File: src/hdl/tlu_pkg.sv
`default_nettype none

package tlu_pkg;

    localparam int ABUS_WIDTH = 16;
    localparam int DATA_WIDTH = 32;

    // register map
    localparam logic [ABUS_WIDTH-1:0] ADDR_SOFT_RST = 16'd0; // write pulses soft reset
    localparam logic [ABUS_WIDTH-1:0] ADDR_CONF1    = 16'd1; // mode, msb_first
    localparam logic [ABUS_WIDTH-1:0] ADDR_CONF2    = 16'd2; // clock cycles, reset enable, lemo inv
    localparam logic [ABUS_WIDTH-1:0] ADDR_TIMEOUT  = 16'd3;
    localparam logic [ABUS_WIDTH-1:0] ADDR_TRIG_NUM = 16'd8; // 8..11, lsb first
    localparam logic [ABUS_WIDTH-1:0] ADDR_LOST     = 16'd12;

    localparam logic [7:0] VERSION = 8'd1; // read back at address 0

    localparam int TLU_CLK_DIVISOR = 8; // bus clocks per tlu_clock period, even
    localparam int FIFO_DEPTH      = 8;

    typedef enum logic [1:0] {
        MODE_DISABLED         = 2'b00,
        MODE_NO_HANDSHAKE     = 2'b01,
        MODE_SIMPLE_HANDSHAKE = 2'b10,
        MODE_DATA_HANDSHAKE   = 2'b11
    } tlu_mode_e;

    typedef enum logic [1:0] {
        IDLE,
        WAIT_LOW,    // busy high, waiting for the TLU to drop the trigger
        CLOCK_DATA,  // clocking the trigger number out of the TLU
        WRITE
    } hs_state_e;

    typedef struct packed {
        tlu_mode_e  mode;
        logic       msb_first;
        logic       invert_lemo;
        logic       enable_reset;
        logic [4:0] clock_cycles; // 0 means 32
        logic [7:0] low_timeout;  // 0 means wait forever
    } tlu_cfg_t;

    typedef struct packed {
        logic trigger;      // synchronized level of the selected port
        logic trigger_flag; // one cycle on rising edge
        logic reset_flag;   // one cycle on rising edge, only with enable_reset
    } trig_in_t;

    typedef struct packed {
        logic                  strobe;
        logic [DATA_WIDTH-1:0] data;
    } fifo_wr_t;

endpackage

`default_nettype wire

File: src/hdl/tlu_regs.sv
`default_nettype none
`timescale 1ns/1ns

module tlu_regs
    import tlu_pkg::*;
(
    input  wire                   BUS_CLK,
    input  wire                   RST,
    input  wire  [ABUS_WIDTH-1:0] bus_add,
    input  wire  [7:0]            bus_data_in,
    input  wire                   bus_wr,
    input  wire                   bus_rd,
    input  wire  [DATA_WIDTH-1:0] trig_count,
    input  wire  [7:0]            lost_count,
    output logic [7:0]            bus_data_out,
    output tlu_cfg_t              cfg,
    output logic                  soft_rst
);

    logic [7:0]            conf1;
    logic [7:0]            conf2;
    logic [7:0]            timeout_reg;
    logic [DATA_WIDTH-1:8] trig_buf; // frozen copy for bytes 9..11
    logic                  rst_all;

    assign rst_all = RST | soft_rst;

    // write to address 0 gives a one cycle reset pulse on the next cycle
    always_ff @(posedge BUS_CLK)
    begin
        if (RST)
            soft_rst <= 1'b0;
        else
            soft_rst <= bus_wr && (bus_add == ADDR_SOFT_RST);
    end

    always_ff @(posedge BUS_CLK)
    begin
        if (rst_all)
        begin
            conf1       <= 8'd0;
            conf2       <= 8'd0;
            timeout_reg <= 8'd0;
        end
        else if (bus_wr)
        begin
            case (bus_add)
                ADDR_CONF1:   conf1       <= bus_data_in;
                ADDR_CONF2:   conf2       <= bus_data_in;
                ADDR_TIMEOUT: timeout_reg <= bus_data_in;
                default:      ;
            endcase
        end
    end

    // reading byte 0 freezes the upper bytes
    always_ff @(posedge BUS_CLK)
    begin
        if (rst_all)
            trig_buf <= '0;
        else if (bus_rd && (bus_add == ADDR_TRIG_NUM))
            trig_buf <= trig_count[DATA_WIDTH-1:8];
    end

    always_ff @(posedge BUS_CLK)
    begin
        if (rst_all)
            bus_data_out <= 8'd0;
        else
        begin
            case (bus_add)
                ADDR_SOFT_RST:         bus_data_out <= VERSION;
                ADDR_CONF1:            bus_data_out <= conf1;
                ADDR_CONF2:            bus_data_out <= conf2;
                ADDR_TIMEOUT:          bus_data_out <= timeout_reg;
                ADDR_TRIG_NUM:         bus_data_out <= trig_count[7:0]; // same value as the snapshot
                ADDR_TRIG_NUM + 16'd1: bus_data_out <= trig_buf[15:8];
                ADDR_TRIG_NUM + 16'd2: bus_data_out <= trig_buf[23:16];
                ADDR_TRIG_NUM + 16'd3: bus_data_out <= trig_buf[31:24];
                ADDR_LOST:             bus_data_out <= lost_count;
                default:               bus_data_out <= 8'd0;
            endcase
        end
    end

    // conf1[7:3] and conf2[7] are spare, kept for readback only
    assign cfg = '{
        mode:         tlu_mode_e'(conf1[1:0]),
        msb_first:    conf1[2],
        invert_lemo:  conf2[6],
        enable_reset: conf2[5],
        clock_cycles: conf2[4:0],
        low_timeout:  timeout_reg
    };

endmodule

`default_nettype wire

File: src/hdl/tlu_input_select.sv
`default_nettype none
`timescale 1ns/1ns

module tlu_input_select
    import tlu_pkg::*;
(
    input  wire      BUS_CLK,
    input  wire      RST,
    input  wire      rj45_trigger,
    input  wire      lemo_trigger,
    input  wire      rj45_reset,
    input  wire      lemo_reset,
    input  tlu_cfg_t cfg,
    output logic     rj45_enabled,
    output trig_in_t trig
);

    logic       lemo_trig_mod;
    logic [3:0] sync_q1;
    logic [3:0] sync_q2; // {lemo_reset, rj45_reset, lemo_trigger, rj45_trigger}
    logic       trig_sel;
    logic       rst_sel;
    logic       trig_prev;
    logic       rst_prev;
    logic       trig_flag_q;
    logic       rst_flag_q;

    assign lemo_trig_mod = cfg.invert_lemo ? ~lemo_trigger : lemo_trigger;

    always_ff @(posedge BUS_CLK)
    begin
        if (RST)
        begin
            sync_q1 <= 4'd0;
            sync_q2 <= 4'd0;
        end
        else
        begin
            sync_q1 <= {lemo_reset, rj45_reset, lemo_trig_mod, rj45_trigger};
            sync_q2 <= sync_q1;
        end
    end

    // unplugged RJ45 reads high on both lines
    always_ff @(posedge BUS_CLK)
    begin
        if (RST)
            rj45_enabled <= 1'b0;
        else if (cfg.mode == MODE_DISABLED)
            rj45_enabled <= 1'b0;
        else if (sync_q2[0] && sync_q2[2] && !rj45_enabled)
            rj45_enabled <= 1'b0;
        else
            rj45_enabled <= 1'b1;
    end

    assign trig_sel = rj45_enabled ? sync_q2[0] : sync_q2[1];
    assign rst_sel  = rj45_enabled ? sync_q2[2] : sync_q2[3];

    always_ff @(posedge BUS_CLK)
    begin
        if (RST)
        begin
            trig_prev   <= 1'b0;
            rst_prev    <= 1'b0;
            trig_flag_q <= 1'b0;
            rst_flag_q  <= 1'b0;
        end
        else
        begin
            trig_prev   <= trig_sel;
            rst_prev    <= rst_sel;
            trig_flag_q <= trig_sel & ~trig_prev;
            rst_flag_q  <= rst_sel & ~rst_prev & cfg.enable_reset;
        end
    end

    assign trig = '{trigger: trig_sel, trigger_flag: trig_flag_q, reset_flag: rst_flag_q};

endmodule

`default_nettype wire

File: src/hdl/tlu_handshake_fsm.sv
`default_nettype none
`timescale 1ns/1ns

module tlu_handshake_fsm
    import tlu_pkg::*;
(
    input  wire                  BUS_CLK,
    input  wire                  RST,
    input  tlu_cfg_t             cfg,
    input  trig_in_t             trig,
    input  wire [DATA_WIDTH-1:0] trig_count,
    output logic                 tlu_busy,
    output logic                 tlu_clock,
    output fifo_wr_t             fifo_wr
);

    localparam int HALF_PERIOD = TLU_CLK_DIVISOR / 2;
    localparam int CNT_W       = (HALF_PERIOD > 1) ? $clog2(HALF_PERIOD) : 1;

    hs_state_e             state;
    logic [CNT_W-1:0]      clk_cnt;   // bus clocks within half a tlu_clock period
    logic [5:0]            bit_cnt;   // falling edges seen so far
    logic [5:0]            num_bits;
    logic [5:0]            bit_idx;
    logic [7:0]            low_cnt;
    logic [DATA_WIDTH-1:0] tlu_number;
    logic [DATA_WIDTH-1:0] trig_number;
    logic                  half_done;
    logic                  falling;
    logic                  timed_out;

    assign num_bits  = (cfg.clock_cycles == 5'd0) ? 6'd32 : {1'b0, cfg.clock_cycles};
    assign bit_idx   = cfg.msb_first ? (num_bits - 6'd1 - bit_cnt) : bit_cnt;
    assign half_done = (clk_cnt == CNT_W'(HALF_PERIOD - 1));
    assign falling   = half_done && tlu_clock; // tlu_clock about to go low
    assign timed_out = (cfg.low_timeout != 8'd0) && (low_cnt == cfg.low_timeout - 8'd1);

    always_ff @(posedge BUS_CLK)
    begin
        if (RST)
        begin
            state     <= IDLE;
            tlu_clock <= 1'b0;
            clk_cnt   <= '0;
            bit_cnt   <= 6'd0;
            low_cnt   <= 8'd0;
        end
        else
        begin
            case (state)
                IDLE:
                begin
                    tlu_clock <= 1'b0;
                    clk_cnt   <= '0;
                    bit_cnt   <= 6'd0;
                    low_cnt   <= 8'd0;
                    if (trig.trigger_flag)
                    begin
                        case (cfg.mode)
                            MODE_NO_HANDSHAKE:     state <= WRITE;
                            MODE_SIMPLE_HANDSHAKE: state <= WAIT_LOW;
                            MODE_DATA_HANDSHAKE:   state <= WAIT_LOW;
                            default:               state <= IDLE; // disabled
                        endcase
                    end
                end

                WAIT_LOW:
                begin
                    if (!trig.trigger)
                    begin
                        if (cfg.mode == MODE_DATA_HANDSHAKE)
                            state <= CLOCK_DATA;
                        else
                            state <= WRITE;
                    end
                    else if (timed_out)
                        state <= IDLE; // TLU never answered, drop the event
                    else
                        low_cnt <= low_cnt + 8'd1;
                end

                CLOCK_DATA:
                begin
                    if (half_done)
                    begin
                        clk_cnt   <= '0;
                        tlu_clock <= ~tlu_clock;
                        if (tlu_clock)
                        begin
                            bit_cnt <= bit_cnt + 6'd1;
                            if (bit_cnt == num_bits - 6'd1)
                                state <= WRITE;
                        end
                    end
                    else
                        clk_cnt <= clk_cnt + CNT_W'(1);
                end

                WRITE:
                    state <= IDLE;

                default:
                    state <= IDLE;
            endcase
        end
    end

    // number bits land at their final position, upper bits stay zero
    always_ff @(posedge BUS_CLK)
    begin
        if (state == IDLE)
            tlu_number <= '0;
        else if ((state == CLOCK_DATA) && falling)
            tlu_number[bit_idx[4:0]] <= trig.trigger;
    end

    // counter still holds the pre-increment value during WRITE
    assign trig_number = (cfg.mode == MODE_DATA_HANDSHAKE) ? tlu_number : trig_count;

    assign tlu_busy = (state == WAIT_LOW) || (state == CLOCK_DATA);

    assign fifo_wr = '{
        strobe: (state == WRITE),
        data:   {1'b1, trig_number[DATA_WIDTH-2:0]}
    };

endmodule

`default_nettype wire

File: src/hdl/tlu_event_fifo.sv
`default_nettype none
`timescale 1ns/1ns

module tlu_event_fifo
    import tlu_pkg::*;
(
    input  wire                   BUS_CLK,
    input  wire                   RST,
    input  fifo_wr_t              fifo_wr,
    input  wire                   fifo_read,
    output logic                  fifo_empty,
    output logic [DATA_WIDTH-1:0] fifo_data,
    output logic [7:0]            lost_count
);

    localparam int PTR_W = $clog2(FIFO_DEPTH);

    logic [DATA_WIDTH-1:0] mem [FIFO_DEPTH];
    logic [PTR_W:0]        wr_ptr; // extra msb tells full from empty
    logic [PTR_W:0]        rd_ptr;
    logic                  full;
    logic                  do_write;
    logic                  do_read;

    assign full = (wr_ptr[PTR_W] != rd_ptr[PTR_W])
               && (wr_ptr[PTR_W-1:0] == rd_ptr[PTR_W-1:0]);
    assign fifo_empty = (wr_ptr == rd_ptr);

    assign do_write = fifo_wr.strobe && !full;
    assign do_read  = fifo_read && !fifo_empty; // pop on empty is ignored

    always_ff @(posedge BUS_CLK)
    begin
        if (do_write)
            mem[wr_ptr[PTR_W-1:0]] <= fifo_wr.data;
    end

    assign fifo_data = mem[rd_ptr[PTR_W-1:0]]; // show-ahead

    always_ff @(posedge BUS_CLK)
    begin
        if (RST)
        begin
            wr_ptr <= '0;
            rd_ptr <= '0;
        end
        else
        begin
            if (do_write)
                wr_ptr <= wr_ptr + (PTR_W+1)'(1);
            if (do_read)
                rd_ptr <= rd_ptr + (PTR_W+1)'(1);
        end
    end

    // saturates at 255
    always_ff @(posedge BUS_CLK)
    begin
        if (RST)
            lost_count <= 8'd0;
        else if (fifo_wr.strobe && full && (lost_count != 8'hff))
            lost_count <= lost_count + 8'd1;
    end

endmodule

`default_nettype wire

File: src/hdl/tlu_controller.sv
`default_nettype none
`timescale 1ns/1ns

module tlu_controller
    import tlu_pkg::*;
(
    input  wire                   BUS_CLK,
    input  wire                   RST,
    input  wire  [ABUS_WIDTH-1:0] bus_add,
    input  wire  [7:0]            bus_data_in,
    input  wire                   bus_wr,
    input  wire                   bus_rd,
    output logic [7:0]            bus_data_out,
    input  wire                   rj45_trigger,
    input  wire                   lemo_trigger,
    input  wire                   rj45_reset,
    input  wire                   lemo_reset,
    output logic                  rj45_enabled,
    output logic                  tlu_busy,
    output logic                  tlu_clock,
    input  wire                   fifo_read,
    output logic                  fifo_empty,
    output logic [DATA_WIDTH-1:0] fifo_data,
    output logic [DATA_WIDTH-1:0] timestamp
);

    tlu_cfg_t              cfg;
    trig_in_t              trig;
    fifo_wr_t              fifo_wr;
    logic                  soft_rst;
    logic                  rst_all;
    logic [DATA_WIDTH-1:0] trig_count;
    logic [7:0]            lost_count;

    assign rst_all = RST | soft_rst;

    always_ff @(posedge BUS_CLK)
    begin
        if (rst_all || trig.reset_flag)
            timestamp <= '0;
        else
            timestamp <= timestamp + DATA_WIDTH'(1);
    end

    // accepted triggers, one per FIFO strobe
    always_ff @(posedge BUS_CLK)
    begin
        if (rst_all || trig.reset_flag)
            trig_count <= '0;
        else if (fifo_wr.strobe && (trig_count != '1))
            trig_count <= trig_count + DATA_WIDTH'(1);
    end

    tlu_regs u_regs (
        .BUS_CLK, .RST, .bus_add, .bus_data_in, .bus_wr, .bus_rd,
        .trig_count, .lost_count, .bus_data_out, .cfg, .soft_rst
    );

    tlu_input_select u_input_select (
        .BUS_CLK, .RST(rst_all), .rj45_trigger, .lemo_trigger, .rj45_reset,
        .lemo_reset, .cfg, .rj45_enabled, .trig
    );

    tlu_handshake_fsm u_handshake_fsm (
        .BUS_CLK, .RST(rst_all), .cfg, .trig, .trig_count,
        .tlu_busy, .tlu_clock, .fifo_wr
    );

    tlu_event_fifo u_event_fifo (
        .BUS_CLK, .RST(rst_all), .fifo_wr, .fifo_read,
        .fifo_empty, .fifo_data, .lost_count
    );

endmodule

`default_nettype wire

File: config.mk
export PLATFORM = sky130hd
export DESIGN_NAME = tlu_controller
export DESIGN_NICKNAME = d
export VERILOG_FILES = /design/src/hdl/tlu_pkg.sv /design/src/hdl/tlu_regs.sv /design/src/hdl/tlu_input_select.sv /design/src/hdl/tlu_handshake_fsm.sv /design/src/hdl/tlu_event_fifo.sv /design/src/hdl/tlu_controller.sv
export SDC_FILE = /design/constraint.sdc
export NUM_CORES = 1
export LEC_CHECK = 0
export BUFFER_PORTS_ARGS = -buffer_cell sky130_fd_sc_hd__buf_4
export CORE_ASPECT_RATIO = 0.6
export CORE_MARGIN = 2
export CORE_UTILIZATION = 45
export DETAILED_ROUTE_END_ITERATION = 10
export GPL_ROUTABILITY_DRIVEN = 0
export MAX_ROUTING_LAYER = met4
export SLEW_MARGIN = 20
export SYNTH_ARGS = -nofsm -noshare
export SYNTH_HDL_FRONTEND = slang
export SYNTH_HIERARCHICAL = 1
export SYNTH_SLANG_ARGS = --single-unit
File: constraint.sdc
create_clock -name BUS_CLK -period 3.9 [get_ports BUS_CLK]
set_clock_uncertainty 0.15 [all_clocks]
set_input_delay 0.39 -clock BUS_CLK [delete_from_list [all_inputs] [get_ports BUS_CLK]]
set_output_delay 0.39 -clock BUS_CLK [all_outputs]
set_load 0.03 [all_outputs]
# Yosys cells after proc, flatten, opt, wreduce, memory -nomap -nowiden
# Memory sizes are Yosys's and may differ from the RTL's. A register that Yosys moved wholly into a read port is not among the register bits.
# Cells that the tools add are included.
[word_totals]
word_cells = 144
mem_bits_rw = 248
in_bits = 33
n_memories = 1
reg_bits = 201
out_inout_bits = 76
[memory_table]
columns = ["memory", "depth", "word_bits", "read_ports", "rd_ports_with_merged_regs", "write_ports", "line", "rtl"]
rows = [
  ["u_event_fifo.mem", 8, 31, 1, 1, 1, "tlu_event_fifo.sv:18", "logic [DATA_WIDTH-1:0] mem [FIFO_DEPTH];"],
]
[classes]
n_eq_ne = 29
reduce_logical = 35
n_addsub = 11
n_bitwise = 8
n_mux = 34
n_lt_le_gt_ge = 2
[op_table]
columns = ["operator", "count"]
rows = [
  ["$eq 16x4->1 const B", 5],
  ["$pmux 8 s9", 1],
  ["$add 32x1->32 const B", 2],
  ["$bwmux 32", 1],
  ["$eq 16x2->1 const B", 2],
  ["$ne 32x32->1 const B", 1],
  ["$mux 31", 1],
  ["$mux 6", 3],
  ["$add 8x1->8 const B", 2],
  ["$eq 16x1->1 const B", 1],
  ["$logic_not 16->1", 1],
  ["$mux 8", 2],
  ["$pmux 8 s2", 1],
  ["$logic_and 1x1->1", 14],
  ["$mux 2", 7],
  ["$pmux 6 s2", 1],
  ["$eq 2x2->1 const B", 5],
  ["$mux 1", 9],
  ["$add 4x1->4 const B", 2],
  ["$eq 8x8->1", 1],
  ["$ne 8x8->1 const B", 1],
  ["$pmux 2 s2", 2],
  ["$pmux 2 s4", 1],
  ["$reduce_and 2->1", 4],
  ["31 further kinds", 49],
]

# Depth between registers and ports, before layout
[depth]
ltp_word = 10
mapped_depth = 12
ltp_nobuf = 10

# Modules after synthesis
# The synthesis kept the hierarchy.
[modules_own_cells]
columns = ["mod", "seq_area_each_um2", "area_per_inst_um2", "cells_per_inst", "n_inst"]
rows = [
  ["tlu_event_fifo", 8067.7, 10563.9, 486, 1],
  ["tlu_handshake_fsm", 1001.0, 3417.0, 405, 1],
  ["tlu_controller", 1281.2, 2982.9, 346, 1],
  ["tlu_regs", 1141.1, 2641.3, 277, 1],
  ["tlu_input_select", 260.2, 411.6, 36, 1],
]

# Least setup slack after synthesis
# No wires, ideal clock.
[synth_path]
kind = "flip-flop to flip-flop"
from = "register u_event_fifo.wr_ptr[1]"
to = "memory u_event_fifo/mem[0][0] (netlist bit), enable pin"
stages_incl_launch_ff = 7
path_slack_ns = -0.195
path_buffers = 2
required_time_ns = 3.289
arrival_ns = 3.484
cell_sequence = "dfxtp_1 xor2_1 or4_1 clkbuf_2 buf_2 nand3_1 nor3_1"
[synth_via]
elab_chain_cells = 6
[synth_lines]
columns = ["element", "line", "rtl"]
rows = [
  ["start: declaration", "tlu_event_fifo.sv:19", "logic [PTR_W:0] wr_ptr;"],
  ["start signal: assignment", "tlu_event_fifo.sv:50", "wr_ptr <= wr_ptr + (PTR_W+1)'(1);"],
  ["$eq 3x3->1", "tlu_event_fifo.sv:26", "&& (wr_ptr[PTR_W-1:0] == rd_ptr[PTR_W-1:0]);"],
  ["$logic_and 1x1->1", "tlu_event_fifo.sv:26", ""],
  ["$logic_not 1->1", "tlu_event_fifo.sv:29", "assign do_write = fifo_wr.strobe && !full;"],
  ["$logic_and 1x1->1", "tlu_event_fifo.sv:29", ""],
  ["$mux 1", "tlu_event_fifo.sv:34", "if (do_write)"],
  ["$mux 1 (implied by the code)", "tlu_event_fifo.sv:35", "mem[wr_ptr[PTR_W-1:0]] <= fifo_wr.data;"],
  ["end: declaration", "tlu_event_fifo.sv:18", ""],
]
# Several ways; a longest one is shown, not always the timed one.

# Final worst setup path
[layout_path]
from = "register u_regs.conf2[0]"
to = "register u_handshake_fsm.tlu_number[6]"
[layout_via]
elab_chain_cells = 10
elab_cells_between_ends = 11
cone_classes = "add/sub (2); order compare (2); mux (5); reduce/logical (2)"
[layout_lines]
columns = ["element", "line", "rtl"]
rows = [
  ["start: declaration", "tlu_regs.sv:21", "logic [7:0] conf2;"],
  ["start signal: assignment", "tlu_regs.sv:49", "ADDR_CONF2: conf2 <= bus_data_in;"],
  ["$logic_not 5->1", "tlu_handshake_fsm.sv:32", "assign num_bits = (cfg.clock_cycles == 5'd0) ? 6'd32 : {1'b0, cfg.clock_cycles};"],
  ["$mux 6 (*)", "tlu_handshake_fsm.sv:32", ""],
  ["$sub 6x1->6 (*)", "tlu_handshake_fsm.sv:33", "assign bit_idx = cfg.msb_first ? (num_bits - 6'd1 - bit_cnt) : bit_cnt;"],
  ["$sub 5x5->5 (*)", "tlu_handshake_fsm.sv:33", ""],
  ["$mux 5 (*)", "tlu_handshake_fsm.sv:33", ""],
  ["$lt 5x6->1 (implied by the code) or $ge 5x1->1 (tied branches)", "tlu_handshake_fsm.sv:115", "tlu_number[bit_idx[4:0]] <= trig.trigger;"],
  ["$logic_and 1x1->1 (implied by the code)", "tlu_handshake_fsm.sv:115", ""],
  ["$mux 1 (implied by the code)", "tlu_handshake_fsm.sv:115", ""],
  ["$demux 1 s5 (*)", "--", ""],
  ["$bwmux 32 (*)", "tlu_handshake_fsm.sv:115", ""],
  ["end signal: indexed assignment", "tlu_handshake_fsm.sv:115", ""],
  ["end: declaration", "tlu_handshake_fsm.sv:26", "logic [DATA_WIDTH-1:0] tlu_number;"],
]
# Mark *: on every way between the ends. The rest lies on a longest branch, timed or not.
# A chain may end at the register's enable or synchronous reset.

==> results.toml <==
[run_status]
outcome = "complete, no violations"

[grt]
grt.total_usage_pct = 21.5
grt_max_degree = 50
use_met2_pct = 29.0
grt_use_met3_pct = 4.24
grtUsageMet1_pct = 33.3
busiest_layer = "met1"
grt.overflow.total = 0
antenna_found_initial = 0
grt_pass1_wl_mm = 74.7
grt_pass1_vias = 12500

[sta]
worst_slew_pin_slew_ns = 1.11
grt_setup_unrepaired = "no"
relSlewSlack_pct = 25.1
final-max-slew-violation-count = 0
setup_viol = 0
whs_ns = 0.174
finalHoldViolCount = 0
finalCriticalPeriod_ns = 3.36
fin_tns_setup_ns = 0
max_clock_freq_mhz = 298
fin_crit_sh_pct = 86.1

[placed_design]
numPortBuffers = 108
hpwl_mm = 31.8
placed_cells = 2173

[setup_path]
worst_path_max_delay_cell = "nor3_1"
worstSetupEndpointType = "register"
worstPathCellList = "inv_1 > ha_1 > inv_1 > ha_1 > nor2b_1 > o21ai_0 > mux2_2 > nor3_1 > nand3_1 > mux2i_1"
worstSetupPathType = "reg -> reg"
startpoint_type = "register"
cp.arrival_ns = 3.59
worstPathMaxFanout = 6
cp_slowest_stage_delay_ns = 0.58
required_ns = 4.13
rrSetupSlack_ns = 0.54

[drt]
vias_per_cell = 5.68
antenna_left = 0
wirelength_mm = 48.4
avgRoutedWirePerCell_um = 21.4
vias = 12900
first_pass_iters = 5
drt-initial-drc-count = 1369
drcViolationCount = 0

[die]
die_w_um = 276
die_h_um = 167
fp.dieArea_um2 = 46200
core_area_um2 = 43600
rows = 59
top_level_ports = 109
initial_core_util_pct = 45.9

[yosys]
synth.ff_latch_count = 459
synthCells = 1550
yosys_warnings = 6
synth.top_cell.area_share_pct = 38.4
syn_avg_cell_area_um2 = 12.9
async_flop_share_pct = 0
synth_top_cell_by_area = "edfxtp_1"
synth.most_common_cell = "edfxtp_1"
synth_area_um2 = 20000
synth_cell_types = 74
synth_area_leaders = "edfxtp_1 38%, dfxtp_1 20%, mux4_2 7.2%, mux2i_1 5.2%, mux2_2 4.7%"
synth-main-ff-cell = "edfxtp_1"
synth_commonest_cells = "256 x edfxtp_1, 203 x dfxtp_1, 146 x nor2_1"
seq_area_frac_synth_pct = 58.7
synth.net_count = 1603
synth_edf_count = 256

[clock_network]
cts.sinks = 459
clk_latency_ns = 0.56
cts_tree = "built"
clk_path_buf_depth = 3
htree_num_levels = 2
cts.reportedPaths.clkPinSlew_ns = 0.06
cts_setup_buffers = 0
cts_root_buffer = "clkbuf_16"
numCtsBuffers = 43

[final_layout]
fin_cells = 2265
nets = 1706
largest_reg_flops = 256
layout-drive-gt1-share_pct = 22.6
area.growth.synth_to_final_pct = 14.9
final_core_util_pct = 52.7

[power_and_ir_drop]
leakage_nw = 7.89
p_per_area_nw_per_um2 = 416
irDropWorstVdd_v = 0.000236

[job]
cap_viol_max_count = 0

[worst_hold_path]
hold_path_class = "in -> reg"
==> worst max-delay path, delay by kind of cell (launching register included) <==
family	cells	cell delay (ns)
adder cells (fa/ha/maj)	2	0.62
buffers and inverters	2	0.13
AO/OA/AOI/OAI	1	0.30
multiplexers	2	0.58
AND/OR/NAND/NOR	3	0.94
flip-flops	1	0.46
==> kinds of logic (layout without fill, tap and decap cells) <==
| logic type | after synthesis | in the layout | share of synthesized area (%) |
|---|---|---|---|
| other | 1 | 2 | 0.0187 |
| AND/OR/NAND/NOR | 497 | 497 | 12.6 |
| multiplexers | 250 | 250 | 17.0 |
| AO/OA/AOI/OAI | 144 | 144 | 4.68 |
| buffers and inverters | 112 | 247 | 2.74 |
| adder cells (fa/ha/maj) | 20 | 20 | 1.29 |
| flip-flops | 459 | 459 | 58.7 |
| XOR/XNOR | 67 | 67 | 2.97 |
==> worst paths after layout <==
check,startpoint,to,depth (start not counted)
worst max-delay path,u_regs/conf2[0],u_handshake_fsm/tlu_number[6],10
worst min-delay path,bus_add[0],u_regs/bus_data_out[0],5
worst max register to register,u_regs/conf2[0],u_handshake_fsm/tlu_number[6],10
worst min register to register,u_input_select/trig_prev,u_input_select/trig_flag_q,1
==> timing repair <==
item | CTS | global route
resized for setup | 0 | 0
hold buffers | 14 | 0
hold endpoints to repair | 29 | 0
==> routing by layer <==
metal	up-vias	routed length, um
li1	5986	-
met1	6377	24300
met2	435	19600
met3	67	3650
met4	0	755
met5	-	0
==> cells in the final DEF, fill, tap and decap left out, drive strengths merged, types with 26 or more instances in the layout <==
| master | instances |
|---|---|
| a21oi | 49 |
| buf | 132 |
| clkbuf | 51 |
| dfxtp | 203 |
| edfxtp | 256 |
| mux2 | 83 |
| mux2i | 103 |
| mux4 | 64 |
| nand2 | 106 |
| nand3 | 61 |
| nand4 | 33 |
| nor2 | 147 |
| o21ai | 27 |
| xnor2 | 26 |
| xor2 | 41 |
==> stage by stage <==
step | area (um^2) | total power, W | worst slack (ns)
after global routing | 23000 | 0.00987 | 0.303
final | 23000 | 0.00955 | 0.540
after global placement | 21400 | 0.00528 | 0.749
after floorplan | 20000 | 0.00523 | 0.0129
after CTS | 23000 | 0.00965 | 0.556
after detailed placement | 21400 | 0.00528 | 0.640
==> final cells by class <==
class	instances	area (um^2)
fillers	3676	20600
repair buffers	146	1170
flip-flops and latches	459	11800
well taps	579	724
diodes	1	2.50
inverters	24	90.1
multi-input cells	979	7780
clock inverters	26	275
clock buffers	51	1190
==> power by group <==
group | internal, W | switching, W | leakage, nW
Clock | 0.00252 | 0.00185 | 0.711
Sequential | 0.00506 | 0.00000461 | 3.99
Combinational | 0.0000522 | 0.0000715 | 3.19
(Power assumes the default switching activity.)
